`src/mchan_sync_pkg.sv`:
```
// Shared widths and types for the DMA completion tracker.
// A transfer length is a byte count of up to 64 KiB minus one.
// CNT_WIDTH holds two maximum requests at the smallest burst of 16 bytes,
// so a counter never wraps as long as a sid has at most two requests open.

package mchan_sync_pkg;

   // ******************************
   // Widths
   // ******************************

   localparam int unsigned LEN_WIDTH = 16;
   localparam int unsigned SID_WIDTH = 3;
   localparam int unsigned CNT_WIDTH = 14;

   // ******************************
   // Interface structs
   // ******************************

   // One transfer request for one direction, qualified by its own gnt level
   typedef struct packed {
      logic                 req;
      logic [SID_WIDTH-1:0] sid;
      logic [LEN_WIDTH-1:0] len;
   } xfer_req_t;

   // One release strobe, worth exactly one burst
   typedef struct packed {
      logic                 req;
      logic [SID_WIDTH-1:0] sid;
   } rel_t;

   // An accepted request, already converted to a burst count
   typedef struct packed {
      logic                 valid;
      logic [SID_WIDTH-1:0] sid;
      logic [CNT_WIDTH-1:0] nb;
   } cmd_t;

   // Per-sid completion state
   typedef enum logic {
      IDLE = 1'b0,
      BUSY = 1'b1
   } sid_state_e;

endpackage

```
`src/cmd_decoder.sv`:
```
// Turns granted tx and rx requests into burst-count commands.
// BURST_BYTES must be a power of two and at least 16.
// Purely combinational, so a command is valid only in the granting cycle.
// A granted zero-length request gives zero bursts and is flagged.

`timescale 1ns/100ps

module cmd_decoder
#(
   parameter int unsigned BURST_BYTES = 64
)
(
   input  mchan_sync_pkg::xfer_req_t tx_req_i,
   input  mchan_sync_pkg::xfer_req_t rx_req_i,
   input  logic                      tx_gnt_i,
   input  logic                      rx_gnt_i,
   output mchan_sync_pkg::cmd_t      tx_cmd_o,
   output mchan_sync_pkg::cmd_t      rx_cmd_o
);

   import mchan_sync_pkg::*;

   localparam int unsigned OFFS_W = $clog2(BURST_BYTES);
   localparam logic [LEN_WIDTH-1:0] OFFS_MASK = LEN_WIDTH'(BURST_BYTES - 1);

   // Length divided by the burst size, rounded up
   function automatic logic [CNT_WIDTH-1:0] burst_count(input logic [LEN_WIDTH-1:0] len);
      logic [LEN_WIDTH-1:0] whole;
      logic                 part;
      whole = len >> OFFS_W;
      part  = |(len & OFFS_MASK);
      return CNT_WIDTH'(whole + LEN_WIDTH'(part));
   endfunction

   // ******************************
   // Command generation
   // ******************************

   assign tx_cmd_o.valid = tx_req_i.req & tx_gnt_i;
   assign tx_cmd_o.sid   = tx_req_i.sid;
   assign tx_cmd_o.nb    = burst_count(tx_req_i.len);

   assign rx_cmd_o.valid = rx_req_i.req & rx_gnt_i;
   assign rx_cmd_o.sid   = rx_req_i.sid;
   assign rx_cmd_o.nb    = burst_count(rx_req_i.len);

   // A zero-length transfer would never see a release and never terminate
   always_comb
   begin
      assert final (!tx_cmd_o.valid || (tx_req_i.len != '0))
         else $error("tx request granted with zero length on sid %0d", tx_req_i.sid);
      assert final (!rx_cmd_o.valid || (rx_req_i.len != '0))
         else $error("rx request granted with zero length on sid %0d", rx_req_i.sid);
   end

endmodule

```
`src/outstanding_counter.sv`:
```
// Outstanding burst counter for one side (tcdm or ext) of one sid.
// Two increments and up to two decrements may land in the same cycle.
// A release with no burst left to match is an error of the burst engines
// and is only flagged, the counter wraps in that case.

`timescale 1ns/100ps

module outstanding_counter
(
   input  logic                                 clk_i,
   input  logic                                 rst_ni,
   input  logic [mchan_sync_pkg::CNT_WIDTH-1:0] add_a_i,
   input  logic [mchan_sync_pkg::CNT_WIDTH-1:0] add_b_i,
   input  logic [1:0]                           sub_nb_i,
   output logic                                 nonzero_o
);

   import mchan_sync_pkg::*;

   // Two extra bits so the sum of three counts cannot wrap before the subtraction
   localparam int unsigned SUM_W = CNT_WIDTH + 2;

   logic [CNT_WIDTH-1:0] cnt_q;
   logic [CNT_WIDTH-1:0] cnt_d;
   logic [SUM_W-1:0]     inc_sum;
   logic [SUM_W-1:0]     sub_ext;

   // ******************************
   // Next count
   // ******************************

   assign inc_sum = SUM_W'(cnt_q) + SUM_W'(add_a_i) + SUM_W'(add_b_i);
   assign sub_ext = SUM_W'(sub_nb_i);

   // All sixteen request and release combinations fold into one sum
   assign cnt_d = CNT_WIDTH'(inc_sum - sub_ext);

   always_ff @(posedge clk_i or negedge rst_ni)
   begin
      if (!rst_ni)
      begin
         cnt_q <= '0;
      end
      else
      begin
         cnt_q <= cnt_d;
      end
   end

   assign nonzero_o = |cnt_q;

   // ******************************
   // Checks
   // ******************************

   // Releases may only retire bursts that were requested before or in this cycle
   underflow_a : assert property (
      @(posedge clk_i) disable iff (!rst_ni)
      inc_sum >= sub_ext
   )
   else $error("release count %0d exceeds outstanding %0d plus new bursts",
               sub_nb_i, cnt_q);

   // The result must fit the counter, i.e. no more than two full requests open
   overflow_a : assert property (
      @(posedge clk_i) disable iff (!rst_ni)
      (inc_sum - sub_ext) < SUM_W'(2 ** CNT_WIDTH)
   )
   else $error("outstanding burst count overflows %0d bits", CNT_WIDTH);

endmodule

```
`src/sid_status_fsm.sv`:
```
// Busy and termination tracking for one sid.
// pending_i is high while either outstanding counter of the sid is nonzero.
// term_o is a one-cycle pulse in the cycle after the last release, and
// trans_status_o stays high through that cycle.
// A new request in the termination cycle keeps the sid busy, but the pulse
// for the finished work is still given.

`timescale 1ns/100ps

module sid_status_fsm
(
   input  logic clk_i,
   input  logic rst_ni,
   input  logic pending_i,
   output logic trans_status_o,
   output logic term_o
);

   import mchan_sync_pkg::*;

   sid_state_e state_q;
   sid_state_e state_d;

   // ******************************
   // State machine
   // ******************************

   always_comb
   begin
      state_d = state_q;
      case (state_q)
         IDLE:
         begin
            if (pending_i)
               state_d = BUSY;
         end
         BUSY:
         begin
            if (!pending_i)
               state_d = IDLE;
         end
         default:
         begin
            state_d = IDLE;
         end
      endcase
   end

   always_ff @(posedge clk_i or negedge rst_ni)
   begin
      if (!rst_ni)
         state_q <= IDLE;
      else
         state_q <= state_d;
   end

   // Status rises with the counters and falls one cycle after they drain
   assign trans_status_o = pending_i | (state_q == BUSY);
   assign term_o         = (state_q == BUSY) & ~pending_i;

endmodule

```
`src/synch_unit.sv`:
```
// Completion tracking for a single sid.
// Only commands and releases tagged with SID are counted here.
// Both directions share the two counters, one for the tcdm side and one
// for the external side, so a sid is busy until both sides have drained.

`timescale 1ns/100ps

module synch_unit
#(
   parameter int unsigned SID = 0
)
(
   input  logic                 clk_i,
   input  logic                 rst_ni,
   input  mchan_sync_pkg::cmd_t tx_cmd_i,
   input  mchan_sync_pkg::cmd_t rx_cmd_i,
   input  mchan_sync_pkg::rel_t ext_tx_rel_i,
   input  mchan_sync_pkg::rel_t ext_rx_rel_i,
   input  mchan_sync_pkg::rel_t tcdm_tx_rel_i,
   input  mchan_sync_pkg::rel_t tcdm_rx_rel_i,
   output logic                 trans_status_o,
   output logic                 term_o
);

   import mchan_sync_pkg::*;

   localparam logic [SID_WIDTH-1:0] OWN_SID = SID_WIDTH'(SID);

   logic [CNT_WIDTH-1:0] tx_add;
   logic [CNT_WIDTH-1:0] rx_add;
   logic [1:0]           tcdm_sub_nb;
   logic [1:0]           ext_sub_nb;
   logic                 tcdm_nonzero;
   logic                 ext_nonzero;
   logic                 pending;

   function automatic logic rel_hit(input rel_t rel);
      return rel.req && (rel.sid == OWN_SID);
   endfunction

   // ******************************
   // Sid matching
   // ******************************

   assign tx_add = (tx_cmd_i.valid && (tx_cmd_i.sid == OWN_SID)) ? tx_cmd_i.nb : '0;
   assign rx_add = (rx_cmd_i.valid && (rx_cmd_i.sid == OWN_SID)) ? rx_cmd_i.nb : '0;

   // Both directions may release on the same side in one cycle
   assign tcdm_sub_nb = {1'b0, rel_hit(tcdm_tx_rel_i)} + {1'b0, rel_hit(tcdm_rx_rel_i)};
   assign ext_sub_nb  = {1'b0, rel_hit(ext_tx_rel_i)} + {1'b0, rel_hit(ext_rx_rel_i)};

   // ******************************
   // Counters and status
   // ******************************

   outstanding_counter tcdm_cnt_inst (
      .clk_i     (clk_i),
      .rst_ni    (rst_ni),
      .add_a_i   (tx_add),
      .add_b_i   (rx_add),
      .sub_nb_i  (tcdm_sub_nb),
      .nonzero_o (tcdm_nonzero)
   );

   outstanding_counter ext_cnt_inst (
      .clk_i     (clk_i),
      .rst_ni    (rst_ni),
      .add_a_i   (tx_add),
      .add_b_i   (rx_add),
      .sub_nb_i  (ext_sub_nb),
      .nonzero_o (ext_nonzero)
   );

   assign pending = tcdm_nonzero | ext_nonzero;

   sid_status_fsm sid_status_fsm_inst (
      .clk_i          (clk_i),
      .rst_ni         (rst_ni),
      .pending_i      (pending),
      .trans_status_o (trans_status_o),
      .term_o         (term_o)
   );

endmodule

```
`src/mchan_sync_top.sv`:
```
// Transfer completion tracker for a multi-channel DMA.
// NB_SIDS ranges from 1 to 8, sids at or above NB_SIDS are ignored.
// BURST_BYTES is a power of two, at least 16.
// Requests count only with their gnt high, releases are single-cycle strobes.

`timescale 1ns/100ps

module mchan_sync_top
#(
   parameter int unsigned NB_SIDS     = 4,
   parameter int unsigned BURST_BYTES = 64
)
(
   input  logic                      clk_i,
   input  logic                      rst_ni,
   input  mchan_sync_pkg::xfer_req_t tx_req_i,
   input  logic                      tx_gnt_i,
   input  mchan_sync_pkg::xfer_req_t rx_req_i,
   input  logic                      rx_gnt_i,
   input  mchan_sync_pkg::rel_t      ext_tx_rel_i,
   input  mchan_sync_pkg::rel_t      ext_rx_rel_i,
   input  mchan_sync_pkg::rel_t      tcdm_tx_rel_i,
   input  mchan_sync_pkg::rel_t      tcdm_rx_rel_i,
   output logic [NB_SIDS-1:0]        trans_status_o,
   output logic [NB_SIDS-1:0]        term_o
);

   import mchan_sync_pkg::*;

   cmd_t tx_cmd;
   cmd_t rx_cmd;

   cmd_decoder #(
      .BURST_BYTES (BURST_BYTES)
   ) cmd_decoder_inst (
      .tx_req_i (tx_req_i),
      .rx_req_i (rx_req_i),
      .tx_gnt_i (tx_gnt_i),
      .rx_gnt_i (rx_gnt_i),
      .tx_cmd_o (tx_cmd),
      .rx_cmd_o (rx_cmd)
   );

   // One tracker per sid, each picks its own traffic out of the shared buses
   for (genvar i = 0; i < NB_SIDS; i++)
   begin : gen_sid
      synch_unit #(
         .SID (i)
      ) synch_unit_inst (
         .clk_i          (clk_i),
         .rst_ni         (rst_ni),
         .tx_cmd_i       (tx_cmd),
         .rx_cmd_i       (rx_cmd),
         .ext_tx_rel_i   (ext_tx_rel_i),
         .ext_rx_rel_i   (ext_rx_rel_i),
         .tcdm_tx_rel_i  (tcdm_tx_rel_i),
         .tcdm_rx_rel_i  (tcdm_rx_rel_i),
         .trans_status_o (trans_status_o[i]),
         .term_o         (term_o[i])
      );
   end

endmodule

```
`config.mk`:
```
export PLATFORM = sky130hd
export DESIGN_NAME = mchan_sync_top
export DESIGN_NICKNAME = d
export VERILOG_FILES = /design/src/mchan_sync_pkg.sv /design/src/cmd_decoder.sv /design/src/outstanding_counter.sv /design/src/sid_status_fsm.sv /design/src/synch_unit.sv /design/src/mchan_sync_top.sv
export SDC_FILE = /design/constraint.sdc
export NUM_CORES = 1
export LEC_CHECK = 0
export BUFFER_PORTS_ARGS = -buffer_cell sky130_fd_sc_hd__buf_2
export CAP_MARGIN = 20
export CORE_AREA = 2 2 154 156
export DETAILED_ROUTE_END_ITERATION = 8
export DIE_AREA = 0 0 156 158
export PLACE_DENSITY_LB_ADDON = 0.15
export SLEW_MARGIN = 10
export SYNTH_ARGS = -nofsm -noshare
export SYNTH_HDL_FRONTEND = slang
export SYNTH_SLANG_ARGS = --single-unit
```
`constraint.sdc`:
```
create_clock -name clk_i -period 3.7 [get_ports clk_i]
set_clock_uncertainty 0.1 [all_clocks]
set_input_delay 0 -clock clk_i [delete_from_list [all_inputs] [get_ports clk_i]]
set_output_delay 0 -clock clk_i [all_outputs]
set_load 0.05 [all_outputs]
```
======== After elaboration in Yosys (flattened, before gate mapping) ========
Index checks and enable logic that the tools add are counted.
Widths: inputs -> output; s select.
storage, ports and cells
  logic and storage cells ................. 134
  output and inout port bits .............. 8
  register bits after elaboration ......... 116
operators by class
  add/subtract/negate cells ............... 34
  muxes and demuxes ....................... 12
  equality and inequality tests ........... 18
  reductions and logical operators ........ 40
  bitwise gates (word level) .............. 18
operator list
  kind                count
  $add 14x11->14      16
  $reduce_or 14->1    8
  $sub 14x2->14       8
  $mux 11             8
  $eq 3x2->1 const B  12
  $logic_and 1x1->1   24
  $add 10x1->11       2
  $eq 3x1->1 const B  6
  $logic_not 3->1     6
  $add 1x1->2         8
  $reduce_or 6->1     2
  $or 1x1->1          8
  $and 1x1->1         6
  $mux 1              4
  $not 1->1           4

======== Logic depth before layout (Yosys ltp) ========
  depth after elaboration ................. 6
  depth in mapped cells ................... 19
  mapped depth without buffers ............ 19

======== Modules after synthesis ========
A second synthesis with hierarchy kept.
second synthesis, totals
  cell total of the unflattened synthesis .. 1,769
  area total of the unflattened synthesis .. 15,452.3 um^2
by module, submodules not included
  module                                                              area an instance (um^2)  sequential area each (um^2)  instances  cells an instance
  outstanding_counter at gen_sid[0].synch_unit_inst.ext_cnt_inst ...  1,726.7                  350.3                        4          196
  outstanding_counter at gen_sid[1].synch_unit_inst.ext_cnt_inst      1,731.7                  350.3                        1          196
  outstanding_counter at gen_sid[2].synch_unit_inst.tcdm_cnt_inst     1,711.6                  350.3                        1          196
  outstanding_counter at gen_sid[3].synch_unit_inst.ext_cnt_inst      1,661.6                  350.3                        1          190
  outstanding_counter at gen_sid[3].synch_unit_inst.tcdm_cnt_inst     1,581.5                  350.3                        1          172
  synch_unit at gen_sid[1].synch_unit_inst ...                        315.3                    0.0                          2          39
  cmd_decoder                                                         466.7                    0.0                          1          63
  synch_unit at gen_sid[0].synch_unit_inst                            330.3                    0.0                          1          39
  synch_unit at gen_sid[3].synch_unit_inst                            281.5                    0.0                          1          39
  sid_status_fsm                                                      37.5                     25.0                         4          3

======== Worst setup path after synthesis ========
OpenSTA, ideal clock, no wires.
  kind .................................... input to register
  start ................................... in tx_req_i[3] in the netlist's numbering
  end ..................................... reg gen_sid[1].synch_unit_inst.ext_cnt_inst.cnt_q[11]
  arrival time ............................ 4,149 ps
  cell stages on the path ................. 19
  setup time .............................. 80 ps
  slack ................................... -629 ps
  cells stage by stage .................... nor4_1 nand2_1 ha_1 ha_1 clkbuf_1 nand2_1 xor2_1 ha_1 xnor2_1 ha_1 a31o_2 ha_1 fa_1 a21o_1 a21o_2 a311oi_2 o21ai_1 a21boi_2 xnor2_1
on the way
  cells in the longest elaborated chain, start to end .. 6
RTL lines
  item                                                         RTL line                   source
  start, declared                                              mchan_sync_top.sv:16       input mchan_sync_pkg::xfer_req_t tx_req_i,
  $reduce_or 6->1                                              cmd_decoder.sv:31          part = |(len & OFFS_MASK);
  $add 10x1->11                                                cmd_decoder.sv:32          return CNT_WIDTH'(whole + LEN_WIDTH'(part));
  $mux 11                                                      synch_unit.sv:45           assign tx_add = (tx_cmd_i.valid && (tx_cmd_i.sid == OWN_SID)) ? tx_cmd_i.nb : '0;
  $add 14x11->14 (2 in a row)                                  outstanding_counter.sv:32  assign inc_sum = SUM_W'(cnt_q) + SUM_W'(add_a_i) + SUM_W'(add_b_i);
  $sub 14x2->14                                                outstanding_counter.sv:36  assign cnt_d = CNT_WIDTH'(inc_sum - sub_ext);
  named net gen_sid[1].synch_unit_inst.ext_cnt_inst.cnt_d[11]  outstanding_counter.sv:24  logic [CNT_WIDTH-1:0] cnt_d;
  end signal, assigned                                         outstanding_counter.sv:46  cnt_q <= cnt_d;
  end, declared                                                outstanding_counter.sv:23  logic [CNT_WIDTH-1:0] cnt_q;
The timed path passes the listed nets, and every way through them passes these cells.

======== Worst setup path after layout ========
  start ................................... in tx_req_i[3] in the netlist's numbering
  end ..................................... reg gen_sid[3].synch_unit_inst.tcdm_cnt_inst.cnt_q[11]
on the way
  cells in the longest elaborated chain, start to end .. 6
RTL lines
  item                                                          RTL line
  $reduce_or 6->1                                               cmd_decoder.sv:31
  $add 10x1->11                                                 cmd_decoder.sv:32
  $mux 11                                                       synch_unit.sv:45
  $add 14x11->14 (2 in a row)                                   outstanding_counter.sv:32
  $sub 14x2->14                                                 outstanding_counter.sv:36
  named net gen_sid[3].synch_unit_inst.tcdm_cnt_inst.cnt_d[11]  outstanding_counter.sv:24
  end signal, assigned                                          outstanding_counter.sv:46
  end, declared                                                 outstanding_counter.sv:23
The timed path passes the listed nets, and every way through them passes these cells.

==> qor.log <==
[power_and_ir_drop] static leakage 8.38 nW
[synth] ranking of synthesized cells by instance count sky130_fd_sc_hd__inv_1 (273), sky130_fd_sc_hd__ha_1 (184), sky130_fd_sc_hd__nand2_1 (125)
[timing] final critical-path setup slack -0.226 ns
[global_routing] number of antenna violations at the first check in global routing 1
[placement] post-place setup slack -0.641 ns
[timing] post-route clock period utilization 106%
[synth] FF+latch count, synth 116
[power_and_ir_drop] peak ir drop on the vdd network 663 uV
[synth] Post-Syn Area 12400 sq um
[placement] Final GP Congestion 0.900
[detailed_routing] drt first pass iters 5
[placement] buffers added on ports 67
[clock_network] root buffer cell sky130_fd_sc_hd__clkbuf_16
[setup_path] crit path DAT 4.13 ns
[synth] Post-synth EDFFs 0
[clock_network] CTS buffer count 17
[cells_and_area] share of the core filled with cells in the final layout 70.7%
[timing] Max transition margin 38.0%
[power_and_ir_drop] clock power share 10.6%
[placement] number of cells after detailed placement 1940
[die] core outline area 23100 sq um
[detailed_routing] detail-routed via count per cell 5.31
[global_routing] overall global routing resource usage 28.4%
[clock_network] number of clock sinks 116
[synth] number of warnings reported in the yosys synthesis log 0
[die] site row count 56
[cells_and_area] NumNets Final 2047
[synth] portion of the post-synthesis area used by sequential elements 23.4%
[min_path] type of the most critical hold path in -> async
[synth] post-synthesis cell count 1376
[timing] final worst path period need 3.93 ns
[cells_and_area] non-filler instance count after layout 2011
[synth] Area contributors post-synth sky130_fd_sc_hd__dfrtp_1 (23%), sky130_fd_sc_hd__ha_1 (19%), sky130_fd_sc_hd__fa_1 (15%)
[timing] actual slew at the worst max-slew pin 0.926 ns
[run] max capacitance violation total 0
[die] die outline width 156 um
[synth] area fraction of the dominant cell type after synthesis 23.4%
[die] area enclosed by the die boundary 24600 sq um
[global_routing] GRT Residual Overflow 0
[cells_and_area] P&R area growth vs syn 31.1%
[detailed_routing] number of remaining DRC errors 0
[power_and_ir_drop] switching fraction of total power 42.7%
[setup_path] critical path endpoint category flip-flop
[clock_network] deepest level of the CTS H-tree 4
[cells_and_area] share of post-route cells with drive strength above 1 28.4%
[synth] most numerous cell in the Yosys netlist sky130_fd_sc_hd__inv_1
[timing] fmax 255 MHz
[clock_network] clk_lat worst skew 0.43 ns
[global_routing] maximum number of pins on one net before global-route repair 63
[detailed_routing] number of vias in the routed layout 10674
[setup_path] data required time at the worst endpoint 3.91 ns
[setup_path] startpoint type of the worst setup path input pin
[power_and_ir_drop] cell-internal power 9.32 mW
[timing] final hold violation count 0
[setup_path] category of the most critical setup path in -> reg
[power_and_ir_drop] Combinational Power Share 73.8%
[clock_network] worst-case clock buffer depth 2
[detailed_routing] wirelength, routed 33700 um
[die] initial core utilization 53.9%
[timing] Total Neg Setup Slack -2.20 ns
[power_and_ir_drop] portion of total power attributed to sequential cells 15.5%
[detailed_routing] DRT antenna net count 0
[timing] unrepaired setup endpoints after global routing true
[synth] share of flip-flops with an asynchronous set or reset after synthesis 100%
[clock_network] clock tree from TritonCTS yes
[setup_path] Max Fanout on Critical Path 4
[placement] DP HPWL 26100 um
[global_routing] number of global-route vias before repair 11004
[power_and_ir_drop] switching component of the power 6.94 mW
[clock_network] clock transition time at the flip-flop clock pins of the worst setup and hold paths 0.06 ns
[global_routing] first-pass GRT wire length 53800 um
[die] Die Y-Extent 158 um
[synth] count of unique library cells instantiated by Yosys 53
[timing] Final Max Tran Viols 0
[power_and_ir_drop] power density of the placed cells 997 nW/um^2
[outcome] result of the run finished, violations left
[synth] most common flop cell mapped by yosys sky130_fd_sc_hd__dfrtp_1
[detailed_routing] iteration-0 DRC count of the detailed router 644
[synth] Synth Area per Inst 9.03 sq um
[detailed_routing] mean routed wirelength per cell 16.8 um
[die] num ports 68
[outcome] failing checks setup timing
[synth] library cell occupying the most area in the post-synthesis netlist sky130_fd_sc_hd__dfrtp_1
[synth] synthesized netlist net count 1716
[timing] # setup viols final 27
==> registers in the layout, summed over array words and instances (netlist names) <==
name                                                 count
gen_sid.synch_unit_inst.sid_status_fsm_inst.state_q      4
gen_sid.synch_unit_inst.ext_cnt_inst.cnt_q              56
gen_sid.synch_unit_inst.tcdm_cnt_inst.cnt_q             56
==> through the flow <==
| stage | total power [mW] | hold WS [ns] | instance area, sq um |
|---|---|---|---|
| after floorplan | 9.79 | -0.396 | 12700 |
| after global placement | 13.1 | 0.0206 | 15000 |
| after detailed placement | 13.4 | 0.0231 | 15000 |
| after CTS | 15.6 | 0.118 | 15900 |
| after global routing | 17.7 | 0.144 | 16300 |
| final | 16.3 | 0.0821 | 16300 |
==> placed cells by master, fill, tap and decap left out, types with 8 or more instances in the layout <==
cell / netlist / final
sky130_fd_sc_hd__buf_4: 8 / 254
sky130_fd_sc_hd__buf_2: 0 / 64
sky130_fd_sc_hd__nand3_1: 28 / 26
sky130_fd_sc_hd__o21ai_0: 36 / 26
sky130_fd_sc_hd__xnor2_1: 77 / 70
sky130_fd_sc_hd__and3_1: 16 / 16
sky130_fd_sc_hd__and2_1: 17 / 15
sky130_fd_sc_hd__clkbuf_16: 0 / 17
sky130_fd_sc_hd__nand4_1: 14 / 14
sky130_fd_sc_hd__nor4_1: 23 / 21
sky130_fd_sc_hd__nor3_1: 12 / 10
sky130_fd_sc_hd__nand2b_1: 12 / 12
sky130_fd_sc_hd__a21oi_2: 2 / 19
sky130_fd_sc_hd__nor2_1: 70 / 66
sky130_fd_sc_hd__o21ai_2: 1 / 8
sky130_fd_sc_hd__ha_2: 0 / 13
sky130_fd_sc_hd__nand2_1: 125 / 117
sky130_fd_sc_hd__xor2_1: 41 / 40
sky130_fd_sc_hd__a21o_1: 30 / 30
sky130_fd_sc_hd__ha_1: 184 / 162
sky130_fd_sc_hd__fa_1: 96 / 86
sky130_fd_sc_hd__a21oi_1: 73 / 52
sky130_fd_sc_hd__dfrtp_1: 116 / 116
sky130_fd_sc_hd__nor2b_1: 16 / 15
sky130_fd_sc_hd__fa_2: 0 / 10
sky130_fd_sc_hd__inv_1: 273 / 267
sky130_fd_sc_hd__ha_4: 0 / 9
sky130_fd_sc_hd__a31o_4: 0 / 8
==> path summary, 6_finish.rpt <==
path | startpoint | end | slack, ns | cells after the start
setup / recovery | tx_req_i[3] | gen_sid[3].synch_unit_inst.tcdm_cnt_inst.cnt_q[11] | -0.23 | 22
hold / removal | rst_ni | gen_sid[2].synch_unit_inst.tcdm_cnt_inst.cnt_q[13] | 0.08 | 2
setup reg to reg | gen_sid[2].synch_unit_inst.ext_cnt_inst.cnt_q[1] | gen_sid[2].synch_unit_inst.ext_cnt_inst.cnt_q[13] | 0.91 | 11
hold reg to reg | gen_sid[3].synch_unit_inst.ext_cnt_inst.cnt_q[0] | gen_sid[3].synch_unit_inst.ext_cnt_inst.cnt_q[0] | 0.46 | 1
max in group asynchronous | rst_ni | gen_sid[3].synch_unit_inst.ext_cnt_inst.cnt_q[1] | 2.55 | 3
min in group clk_i | tx_req_i[7] | gen_sid[3].synch_unit_inst.tcdm_cnt_inst.cnt_q[1] | 0.29 | 4
==> kinds of logic after synthesis <==
kind of cell,synth area share (%)
multiplexers,0.0805
buffers and inverters,9.00
AO/OA/AOI/OAI,10.7
XOR/XNOR,8.31
flip-flops,23.4
AND/OR/NAND/NOR,14.6
adder cells (fa/ha/maj),34.0
==> layer usage <==
layer	global-route usage [%]	up-vias	share of wire, %
li1	-	5170	-
met1	37.1	5161	43
met2	47.3	272	48
met3	5.58	71	6.1
met4	9.74	0	3.1
met5	0	-	0
==> repair_timing <==
item,in CTS,in global routing
gates resized for setup,38,59
endpoints found under the setup margin,30,46
setup buffers,22,19
endpoints found under the hold margin,54,0
hold buffers,1,0
pin swaps,52,64
==> critical path, stage by stage <==
cell	delay (ns)
sky130_fd_sc_hd__buf_6	0.10
sky130_fd_sc_hd__nor4_4	0.26
sky130_fd_sc_hd__nand2_2	0.13
sky130_fd_sc_hd__ha_4	0.33
sky130_fd_sc_hd__buf_4	0.12
sky130_fd_sc_hd__buf_6	0.08
sky130_fd_sc_hd__nand2_2	0.06
sky130_fd_sc_hd__fa_1	0.59
sky130_fd_sc_hd__xor2_1	0.18
sky130_fd_sc_hd__ha_2	0.32
sky130_fd_sc_hd__xnor2_2	0.14
sky130_fd_sc_hd__ha_2	0.17
sky130_fd_sc_hd__a31o_4	0.21
sky130_fd_sc_hd__ha_4	0.16
sky130_fd_sc_hd__inv_2	0.05
sky130_fd_sc_hd__fa_2	0.20
sky130_fd_sc_hd__nor2b_1	0.05
sky130_fd_sc_hd__o21a_1	0.22
sky130_fd_sc_hd__o21ai_4	0.21
sky130_fd_sc_hd__a21oi_2	0.10
sky130_fd_sc_hd__buf_4	0.15
sky130_fd_sc_hd__a311o_1	0.30
==> power by group through the flow <==
stage	clock (mW)	combinational, mW	sequential [mW]
finish	1.73	12.0	2.53
global route	1.81	13.3	2.59
CTS	1.74	11.4	2.52
detailed placement	0	10.9	2.53
global placement	0	10.6	2.52
floorplan	0	7.45	2.35
==> layout make-up <==
cell class	instances	area [sq um]
fillers	1732	6750
repair buffers	329	2380
clock inverters	10	130
flip-flops and latches	116	2900
diodes	1	2.50
inverters	273	1020
clock buffers	22	464
well taps	290	363
multi-input cells	970	9040
No activity file was read; power rests on OpenSTA's default activity.
